--- config.mk ---
export PLATFORM = sky130hd
export DESIGN_NAME = issue_core
export DESIGN_NICKNAME = d
export VERILOG_FILES = /design/src/logic/rename_pkg.sv /design/src/logic/commit_if.sv /design/src/logic/issue_if.sv /design/src/logic/issue_core.sv /design/src/logic/reorder_buffer.sv /design/src/logic/rename_regfile.sv /design/src/logic/inst_decoder.sv
export SDC_FILE = /design/constraint.sdc
export NUM_CORES = 2
export LEC_CHECK = 0
export BUFFER_PORTS_ARGS = -buffer_cell sky130_fd_sc_hd__buf_4
export CAP_MARGIN = 20
export CORE_MARGIN = 4
export CORE_UTILIZATION = 55
export DETAILED_ROUTE_END_ITERATION = 6
export MAX_ROUTING_LAYER = met4
export PLACE_DENSITY = 0.72
export SLEW_MARGIN = 20
export SYNTH_ARGS = -nofsm -noshare
export SYNTH_HDL_FRONTEND = slang
export SYNTH_SLANG_ARGS = --single-unit
--- constraint.sdc ---
create_clock -name clk -period 8.4 [get_ports clk]
set_input_delay 1.26 -clock clk [delete_from_list [all_inputs] [get_ports clk]]
set_output_delay 1.26 -clock clk [all_outputs]
set_load 0.05 [all_outputs]
--- src/logic/rename_pkg.sv ---
package rename_pkg;

    typedef logic [31:0] data_t;
    typedef logic [31:0] addr_t;
    typedef logic [4:0]  reg_name_t;
    typedef logic [3:0]  tag_t;     // Zero means the register file holds the value.

    localparam int unsigned REG_COUNT = 32;
    localparam int unsigned ROB_DEPTH = 8;
    localparam int unsigned ROB_PTR_W = 3;

    // Major opcodes of RV32I.
    localparam logic [6:0] OPC_LUI    = 7'b0110111;
    localparam logic [6:0] OPC_AUIPC  = 7'b0010111;
    localparam logic [6:0] OPC_JAL    = 7'b1101111;
    localparam logic [6:0] OPC_JALR   = 7'b1100111;
    localparam logic [6:0] OPC_BRANCH = 7'b1100011;
    localparam logic [6:0] OPC_LOAD   = 7'b0000011;
    localparam logic [6:0] OPC_STORE  = 7'b0100011;
    localparam logic [6:0] OPC_OP_IMM = 7'b0010011;
    localparam logic [6:0] OPC_OP     = 7'b0110011;

    typedef enum logic [5:0] {
        OP_ILLEGAL,
        OP_LUI, OP_AUIPC, OP_JAL, OP_JALR,
        OP_BEQ, OP_BNE, OP_BLT, OP_BGE, OP_BLTU, OP_BGEU,
        OP_LB, OP_LH, OP_LW, OP_LBU, OP_LHU,
        OP_SB, OP_SH, OP_SW,
        OP_ADDI, OP_SLTI, OP_SLTIU, OP_XORI, OP_ORI, OP_ANDI,
        OP_SLLI, OP_SRLI, OP_SRAI,
        OP_ADD, OP_SUB, OP_SLL, OP_SLT, OP_SLTU,
        OP_XOR, OP_SRL, OP_SRA, OP_OR, OP_AND
    } op_e;

endpackage
--- src/logic/commit_if.sv ---
`timescale 1ns/1ps

interface commit_if;
    logic                  en;
    rename_pkg::reg_name_t rd;
    rename_pkg::data_t     data;
    rename_pkg::tag_t      tag;

    modport rob (output en, rd, data, tag);

    modport regfile (input en, rd, data, tag);
endinterface

--- src/logic/issue_if.sv ---
`timescale 1ns/1ps

interface issue_if;
    logic                  en;   // One strobe per issued instruction.
    rename_pkg::reg_name_t rs1;
    rename_pkg::reg_name_t rs2;
    rename_pkg::reg_name_t rd;   // Zero for stores and branches.
    rename_pkg::op_e       op;
    rename_pkg::addr_t     pc;
    rename_pkg::data_t     imm;
    logic                  pd;

    modport decoder (output en, rs1, rs2, rd, op, pc, imm, pd);

    modport regfile (input en, rs1, rs2, rd, op, pc, imm, pd);

    modport rob (input en, rd);
endinterface

--- src/logic/issue_core.sv ---
`timescale 1ns/1ps

module issue_core (
    input  logic                  clk,
    input  logic                  rst,
    input  logic                  rdy,
    input  logic                  clr,
    input  logic                  instr_valid,
    input  rename_pkg::data_t     instr,
    input  rename_pkg::addr_t     pc,
    input  logic                  pd,
    output logic                  stall,
    input  logic                  wb_en,
    input  rename_pkg::tag_t      wb_tag,
    input  rename_pkg::data_t     wb_data,
    output logic                  dispatch_en,
    output rename_pkg::op_e       dispatch_op,
    output rename_pkg::addr_t     dispatch_pc,
    output rename_pkg::data_t     dispatch_imm,
    output logic                  dispatch_pd,
    output rename_pkg::reg_name_t dispatch_rd,
    output rename_pkg::tag_t      dispatch_tag,
    output rename_pkg::data_t     dispatch_rs1_data,
    output rename_pkg::data_t     dispatch_rs2_data,
    output rename_pkg::tag_t      dispatch_rs1_tag,
    output rename_pkg::tag_t      dispatch_rs2_tag,
    output logic                  commit_en,
    output rename_pkg::reg_name_t commit_rd,
    output rename_pkg::data_t     commit_data,
    output rename_pkg::tag_t      commit_tag
);

    issue_if          issue_bus ();
    commit_if         commit_bus ();
    rename_pkg::tag_t alloc_tag;

    inst_decoder u_decoder (
        .instr       (instr),
        .pc          (pc),
        .pd          (pd),
        .instr_valid (instr_valid),
        .rdy         (rdy),
        .clr         (clr),
        .full        (stall),     // Buffer full is the only back-pressure.
        .issue       (issue_bus.decoder)
    );

    rename_regfile u_regfile (
        .clk               (clk),
        .rst               (rst),
        .clr               (clr),
        .issue             (issue_bus.regfile),
        .alloc_tag         (alloc_tag),
        .commit            (commit_bus.regfile),
        .dispatch_en       (dispatch_en),
        .dispatch_op       (dispatch_op),
        .dispatch_pc       (dispatch_pc),
        .dispatch_imm      (dispatch_imm),
        .dispatch_pd       (dispatch_pd),
        .dispatch_rd       (dispatch_rd),
        .dispatch_tag      (dispatch_tag),
        .dispatch_rs1_data (dispatch_rs1_data),
        .dispatch_rs2_data (dispatch_rs2_data),
        .dispatch_rs1_tag  (dispatch_rs1_tag),
        .dispatch_rs2_tag  (dispatch_rs2_tag)
    );

    reorder_buffer u_rob (
        .clk       (clk),
        .rst       (rst),
        .rdy       (rdy),
        .clr       (clr),
        .issue     (issue_bus.rob),
        .alloc_tag (alloc_tag),
        .full      (stall),
        .wb_en     (wb_en),
        .wb_tag    (wb_tag),
        .wb_data   (wb_data),
        .commit    (commit_bus.rob)
    );

    assign commit_en   = commit_bus.en;
    assign commit_rd   = commit_bus.rd;
    assign commit_data = commit_bus.data;
    assign commit_tag  = commit_bus.tag;

endmodule

--- src/logic/reorder_buffer.sv ---
`timescale 1ns/1ps

module reorder_buffer (
    input  logic              clk,
    input  logic              rst,
    input  logic              rdy,
    input  logic              clr,
    issue_if.rob              issue,
    output rename_pkg::tag_t  alloc_tag,
    output logic              full,
    input  logic              wb_en,
    input  rename_pkg::tag_t  wb_tag,
    input  rename_pkg::data_t wb_data,
    commit_if.rob             commit
);

    logic [rename_pkg::ROB_PTR_W-1:0] head;
    logic [rename_pkg::ROB_PTR_W-1:0] tail;
    logic [rename_pkg::ROB_PTR_W:0]   count;

    logic [rename_pkg::ROB_DEPTH-1:0] entry_done;
    rename_pkg::reg_name_t            entry_rd   [rename_pkg::ROB_DEPTH];
    rename_pkg::data_t                entry_data [rename_pkg::ROB_DEPTH];

    rename_pkg::tag_t                 wb_dec;
    logic [rename_pkg::ROB_PTR_W-1:0] wb_idx;
    logic                             wb_accept;

    // Tags are the entry index plus one, so zero stays free.
    assign alloc_tag = {1'b0, tail} + 1'b1;
    assign full      = (int'(count) == rename_pkg::ROB_DEPTH);

    assign wb_dec    = wb_tag - 1'b1;
    assign wb_idx    = wb_dec[rename_pkg::ROB_PTR_W-1:0];
    assign wb_accept = rdy && wb_en && (wb_tag != '0);

    assign commit.en   = rdy && (count != '0) && entry_done[head];
    assign commit.rd   = entry_rd[head];
    assign commit.data = entry_data[head];
    assign commit.tag  = {1'b0, head} + 1'b1;

    always_ff @(posedge clk) begin
        if (rst || clr) begin
            head       <= '0;
            tail       <= '0;
            count      <= '0;
            entry_done <= '0;
        end else begin
            if (commit.en) begin
                entry_done[head] <= 1'b0;
                head             <= head + 1'b1;
            end
            if (wb_accept) begin
                entry_done[wb_idx] <= 1'b1;
            end
            if (issue.en) begin
                entry_done[tail] <= 1'b0;   // Fresh entry waits for its result.
                tail             <= tail + 1'b1;
            end
            case ({issue.en, commit.en})
                2'b10:   count <= count + 1'b1;
                2'b01:   count <= count - 1'b1;
                default: count <= count;
            endcase
        end
    end

    // Entry payload.
    always_ff @(posedge clk) begin
        if (wb_accept) begin
            entry_data[wb_idx] <= wb_data;
        end
        if (issue.en) begin
            entry_rd[tail] <= issue.rd;
        end
    end

endmodule

--- src/logic/rename_regfile.sv ---
`timescale 1ns/1ps

module rename_regfile (
    input  logic                  clk,
    input  logic                  rst,
    input  logic                  clr,
    issue_if.regfile              issue,
    input  rename_pkg::tag_t      alloc_tag,
    commit_if.regfile             commit,
    output logic                  dispatch_en,
    output rename_pkg::op_e       dispatch_op,
    output rename_pkg::addr_t     dispatch_pc,
    output rename_pkg::data_t     dispatch_imm,
    output logic                  dispatch_pd,
    output rename_pkg::reg_name_t dispatch_rd,
    output rename_pkg::tag_t      dispatch_tag,
    output rename_pkg::data_t     dispatch_rs1_data,
    output rename_pkg::data_t     dispatch_rs2_data,
    output rename_pkg::tag_t      dispatch_rs1_tag,
    output rename_pkg::tag_t      dispatch_rs2_tag
);

    rename_pkg::data_t reg_data [rename_pkg::REG_COUNT];
    rename_pkg::tag_t  reg_tag  [rename_pkg::REG_COUNT];

    rename_pkg::data_t rs1_data;
    rename_pkg::data_t rs2_data;
    rename_pkg::tag_t  rs1_tag;
    rename_pkg::tag_t  rs2_tag;

    // The committing result is the one this register waits for.
    function automatic logic fwd_hit(input rename_pkg::reg_name_t name);
        return commit.en && (commit.rd == name) && (commit.tag == reg_tag[name]);
    endfunction

    function automatic rename_pkg::data_t read_data(input rename_pkg::reg_name_t name);
        if (name == '0) return '0;
        if (fwd_hit(name)) return commit.data;
        return reg_data[name];
    endfunction

    function automatic rename_pkg::tag_t read_tag(input rename_pkg::reg_name_t name);
        if (name == '0 || fwd_hit(name)) return '0;
        return reg_tag[name];
    endfunction

    always_comb begin
        rs1_data = read_data(issue.rs1);
        rs2_data = read_data(issue.rs2);
        rs1_tag  = read_tag(issue.rs1);
        rs2_tag  = read_tag(issue.rs2);
    end

    always_ff @(posedge clk) begin
        if (rst) begin
            for (int i = 0; i < rename_pkg::REG_COUNT; i++) begin
                reg_data[i] <= '0;
                reg_tag[i]  <= '0;
            end
        end else begin
            // Committed data always land, flush or not.
            if (commit.en && commit.rd != '0) begin
                reg_data[commit.rd] <= commit.data;
            end
            if (clr) begin
                for (int i = 0; i < rename_pkg::REG_COUNT; i++) begin
                    reg_tag[i] <= '0;
                end
            end else begin
                if (commit.en && commit.tag == reg_tag[commit.rd]) begin
                    reg_tag[commit.rd] <= '0;
                end
                // A new rename overrides a same-cycle clear.
                if (issue.en && issue.rd != '0) begin
                    reg_tag[issue.rd] <= alloc_tag;
                end
            end
        end
    end

    always_ff @(posedge clk) begin
        if (rst) dispatch_en <= 1'b0;
        else     dispatch_en <= issue.en;
    end

    always_ff @(posedge clk) begin
        if (issue.en) begin
            dispatch_op       <= issue.op;
            dispatch_pc       <= issue.pc;
            dispatch_imm      <= issue.imm;
            dispatch_pd       <= issue.pd;
            dispatch_rd       <= issue.rd;
            dispatch_tag      <= alloc_tag;   // The instruction's own buffer entry.
            dispatch_rs1_data <= rs1_data;
            dispatch_rs2_data <= rs2_data;
            dispatch_rs1_tag  <= rs1_tag;
            dispatch_rs2_tag  <= rs2_tag;
        end
    end

endmodule

--- src/logic/inst_decoder.sv ---
`timescale 1ns/1ps

module inst_decoder (
    input  rename_pkg::data_t instr,
    input  rename_pkg::addr_t pc,
    input  logic              pd,
    input  logic              instr_valid,
    input  logic              rdy,
    input  logic              clr,
    input  logic              full,
    issue_if.decoder          issue
);

    logic [6:0]        opcode;
    logic [2:0]        funct3;
    logic [6:0]        funct7;
    rename_pkg::data_t imm_i;
    rename_pkg::data_t imm_s;
    rename_pkg::data_t imm_b;
    rename_pkg::data_t imm_u;
    rename_pkg::data_t imm_j;
    rename_pkg::op_e   op;
    rename_pkg::data_t imm;
    logic              no_rd;

    assign opcode = instr[6:0];
    assign funct3 = instr[14:12];
    assign funct7 = instr[31:25];

    assign imm_i = {{20{instr[31]}}, instr[31:20]};
    assign imm_s = {{20{instr[31]}}, instr[31:25], instr[11:7]};
    assign imm_b = {{19{instr[31]}}, instr[31], instr[7], instr[30:25], instr[11:8], 1'b0};
    assign imm_u = {instr[31:12], 12'b0};
    assign imm_j = {{11{instr[31]}}, instr[31], instr[19:12], instr[20], instr[30:21], 1'b0};

    always_comb begin
        op    = rename_pkg::OP_ILLEGAL;
        imm   = '0;
        no_rd = 1'b0;
        case (opcode)
            rename_pkg::OPC_LUI: begin
                op  = rename_pkg::OP_LUI;
                imm = imm_u;
            end
            rename_pkg::OPC_AUIPC: begin
                op  = rename_pkg::OP_AUIPC;
                imm = imm_u;
            end
            rename_pkg::OPC_JAL: begin
                op  = rename_pkg::OP_JAL;
                imm = imm_j;
            end
            rename_pkg::OPC_JALR: begin
                if (funct3 == 3'b000) op = rename_pkg::OP_JALR;
                imm = imm_i;
            end
            rename_pkg::OPC_BRANCH: begin
                imm   = imm_b;
                no_rd = 1'b1;        // Bits 11:7 are part of the offset.
                case (funct3)
                    3'b000:  op = rename_pkg::OP_BEQ;
                    3'b001:  op = rename_pkg::OP_BNE;
                    3'b100:  op = rename_pkg::OP_BLT;
                    3'b101:  op = rename_pkg::OP_BGE;
                    3'b110:  op = rename_pkg::OP_BLTU;
                    3'b111:  op = rename_pkg::OP_BGEU;
                    default: op = rename_pkg::OP_ILLEGAL;
                endcase
            end
            rename_pkg::OPC_LOAD: begin
                imm = imm_i;
                case (funct3)
                    3'b000:  op = rename_pkg::OP_LB;
                    3'b001:  op = rename_pkg::OP_LH;
                    3'b010:  op = rename_pkg::OP_LW;
                    3'b100:  op = rename_pkg::OP_LBU;
                    3'b101:  op = rename_pkg::OP_LHU;
                    default: op = rename_pkg::OP_ILLEGAL;
                endcase
            end
            rename_pkg::OPC_STORE: begin
                imm   = imm_s;
                no_rd = 1'b1;
                case (funct3)
                    3'b000:  op = rename_pkg::OP_SB;
                    3'b001:  op = rename_pkg::OP_SH;
                    3'b010:  op = rename_pkg::OP_SW;
                    default: op = rename_pkg::OP_ILLEGAL;
                endcase
            end
            rename_pkg::OPC_OP_IMM: begin
                imm = imm_i;
                case (funct3)
                    3'b000: op = rename_pkg::OP_ADDI;
                    3'b010: op = rename_pkg::OP_SLTI;
                    3'b011: op = rename_pkg::OP_SLTIU;
                    3'b100: op = rename_pkg::OP_XORI;
                    3'b110: op = rename_pkg::OP_ORI;
                    3'b111: op = rename_pkg::OP_ANDI;
                    3'b001: if (funct7 == 7'b0000000) op = rename_pkg::OP_SLLI;
                    default: begin
                        if (funct7 == 7'b0000000) op = rename_pkg::OP_SRLI;
                        else if (funct7 == 7'b0100000) op = rename_pkg::OP_SRAI;
                    end
                endcase
            end
            rename_pkg::OPC_OP: begin
                case ({funct7, funct3})
                    10'b0000000_000: op = rename_pkg::OP_ADD;
                    10'b0100000_000: op = rename_pkg::OP_SUB;
                    10'b0000000_001: op = rename_pkg::OP_SLL;
                    10'b0000000_010: op = rename_pkg::OP_SLT;
                    10'b0000000_011: op = rename_pkg::OP_SLTU;
                    10'b0000000_100: op = rename_pkg::OP_XOR;
                    10'b0000000_101: op = rename_pkg::OP_SRL;
                    10'b0100000_101: op = rename_pkg::OP_SRA;
                    10'b0000000_110: op = rename_pkg::OP_OR;
                    10'b0000000_111: op = rename_pkg::OP_AND;
                    default:         op = rename_pkg::OP_ILLEGAL;
                endcase
            end
            default: op = rename_pkg::OP_ILLEGAL;
        endcase
    end

    // An offered instruction is dropped while the buffer is full.
    assign issue.en  = instr_valid && rdy && !full && !clr;
    assign issue.rs1 = instr[19:15];
    assign issue.rs2 = instr[24:20];
    assign issue.rd  = no_rd ? '0 : instr[11:7];
    assign issue.op  = op;
    assign issue.pc  = pc;
    assign issue.imm = imm;
    assign issue.pd  = pd;

endmodule

==> flow_summary.toml <==
[clock_tree]
postCtsSetupBuffers = 0
hold_buffers = 0
clock_sinks = 1622
cts_root_buf = "clkbuf_16"
clk_latency_ns = 0.81
cts_resized = 0
htree_num_levels = 4
clockBufferDepth = 3
clk_pin_slew_worst_paths_ns = 0.06
cts_tree = "yes"
cts_made_buffers = 167

[power_and_ir_drop]
vdd_ir_drop_max_mv = 0.174
power_per_cell_area_mw_per_mm2 = 204
p_leak_nw = 31.6

[floorplan]
die_height_um = 388
pin_count = 303
start_util = 0.553
die_area_mm2 = 0.150
die_x_um = 388
rows = 139
core_mm2 = 0.143

[route]
drc = 0
ant_nets = 0
highest_layer = "met4"
m1WireLength_um = 84100
viasPerCell = 6.91
routedWlPerCell_um = 33.7
wl_met2_um = 115000
dr.pass1.iters = 6
routed_wirelength_um = 244000
dr_wl_met3_um = 32900
drtIter0Drc = 7828
vias = 50000

[sta]
setup_viol = 0
fmax_mhz = 157
hold_viol_final = 0
tightest_slew_ns = 1.28
slew_headroom = 0.146
skew_ns = 0.0401
finalSetupTns_ns = 0
period_share = 0.756
fin_crit_ns = 6.35
rsz0062_at_grt = "no"
slew_violations = 0

[yosys]
async_flop_share = 0
avgSynthCellArea_um2 = 15.8
ys.flop_type = "edfxtp_1"
synth_area_leader_cell = "edfxtp_1"
ys_seq_elements = 1622
ys_top_cells_by_area = "edfxtp_1, mux4_2, nor2_1"
synth-edff-count = 1600
synth_common_cells = "edfxtp_1, nor2_1, mux4_2, clkbuf_1, nand2_1"
synth_top_area_share = 0.606
synth_area_mm2 = 0.0793
yosysMostFrequentCell = "edfxtp_1"
synth_cell_types = 77
netlist_instances = 5020
ys_warn_count = 0
synth_seq_area_share = 0.611

[layout]
fin_cells = 7235
utilization = 0.623
syn2layout_area_growth_pct = 12.6
finish.instance_area_mm2 = 0.0893
layout.nets = 5308
fillers = 10300
drive_gt1_frac = 0.316

[grt]
grt_max_degree = 129
grt_pass1_vias = 49700
grt_pass1_wl_um = 351000
grt_overflow_total = 0
grt_usage = 0.334
antenna_found_initial = 4

[setup_path]
worstPathArrival_ns = 6.78
crit_required_ns = 8.83
cp-end-kind = "flip-flop"
cp-start-kind = "flip-flop"
path_max_fanout = 39
crit_type = "reg2reg"

[outcome]
status = "finished clean"

[placed_design]
place_area_mm2 = 0.0841
place_congestion = 0.953
port_buffers = 302
place_inst = 6927
dpl.hpwl_um = 143000

[job]
drv_cap = 0

[min_path]
hold_class = "reg2reg"
-- sequential cells by signal, indices dropped and copies added, names as in the netlist, named ones only --
register	flops
u_regfile.dispatch_rd	5
u_regfile.dispatch_en	1
u_regfile.dispatch_rs1_data	32
u_regfile.dispatch_tag	4
u_regfile.dispatch_rs1_tag	4
u_regfile.dispatch_imm	32
u_regfile.dispatch_pc	32
u_regfile.reg_tag	128
u_regfile.dispatch_pd	1
u_regfile.dispatch_rs2_data	32
u_regfile.reg_data	1024
u_rob.head	3
u_rob.entry_done	8
u_rob.count	4
u_rob.tail	3
u_rob.entry_data	256
u_rob.entry_rd	40
u_regfile.dispatch_rs2_tag	4
u_regfile.dispatch_op	6
-- final timing paths --
kind / slack (ns) / cells past startpoint / start / endpoint
worst max-delay path: 2.05 / 9 / flip-flop / u_regfile.reg_data[12][16]
worst min-delay path: 0.49 / 2 / u_rob.entry_done[2] / u_rob.entry_done[2]
worst max register to register: 2.05 / 9 / flip-flop / u_regfile.reg_data[12][16]
worst min register to register: 0.49 / 2 / u_rob.entry_done[2] / u_rob.entry_done[2]
-- layout by cell type, fill, tap and decap left out, types with 44 or more instances in the layout --
cell type  netlist  final
a211oi_1        44     44
a21oi_1         54     54
buf_4            6    438
clkbuf_16        0    170
edfxtp_1      1600   1600
inv_1           61     60
mux2i_1        152    120
mux4_2         790    790
nand2_1        156    126
nor2_1        1235   1232
-- routing by layer --
metal | global-route usage | up-vias
met2 | 0.503 | 3887
met4 | 0.137 | 0
met5 | - | -
met1 | 0.440 | 25600
li1 | - | 19900
met3 | 0.0863 | 692
-- where the power goes --
| group | internal, W | switching [W] |
|---|---|---|
| clock | 0.00401 | 0.00317 |
| sequential | 0.00918 | 0.000153 |
| combinational | 0.000729 | 0.00102 |
| total | 0.0139 | 0.00434 |
-- logic make-up (layout without fill, tap and decap cells) --
group,after synthesis,after routing,synth area share
flip-flops,1622,1622,0.611
adder cells (fa/ha/maj),8,8,0.00133
buffers and inverters,547,819,0.0287
AND/OR/NAND/NOR,1585,1585,0.0810
other,1,41,0.0000473
multiplexers,963,963,0.247
XOR/XNOR,32,32,0.00353
AO/OA/AOI/OAI,262,262,0.0273
-- through the flow --
step                      setup slack [ns]  hold slack, ns  total power [W]
after floorplan                       2.11           0.454           0.0106
after global placement                2.30           0.469           0.0112
after detailed placement              2.24           0.480           0.0112
after CTS                             2.21           0.497           0.0183
after global routing                  1.81           0.532           0.0187
final                                 2.05           0.495           0.0183
-- area by class of cell --
cell class	instances	area (um^2)	share of cell area
multi-input combinational	2886	29400	0.329
antenna	5	12.5	0.000140
sequential	1622	48500	0.543
tap	1903	2380	0.0267
inverter	65	263	0.00294
clock inverter	86	747	0.00836
clock buffer	216	4470	0.0500
timing repair buffer	452	3540	0.0396
-- critical path, stage by stage, from the launching register on --
cell and delay [ns]:
dfxtp_4 0.76, mux2_2 0.40, a2bb2oi_1 0.12, nand2_1 0.79
clkinv_2 1.00, nor2_1 0.40, nand2_1 0.10, nor2_1 0.55
nand2_2 0.71, nand2b_2 1.08
Power figures use the tool's default switching activity.
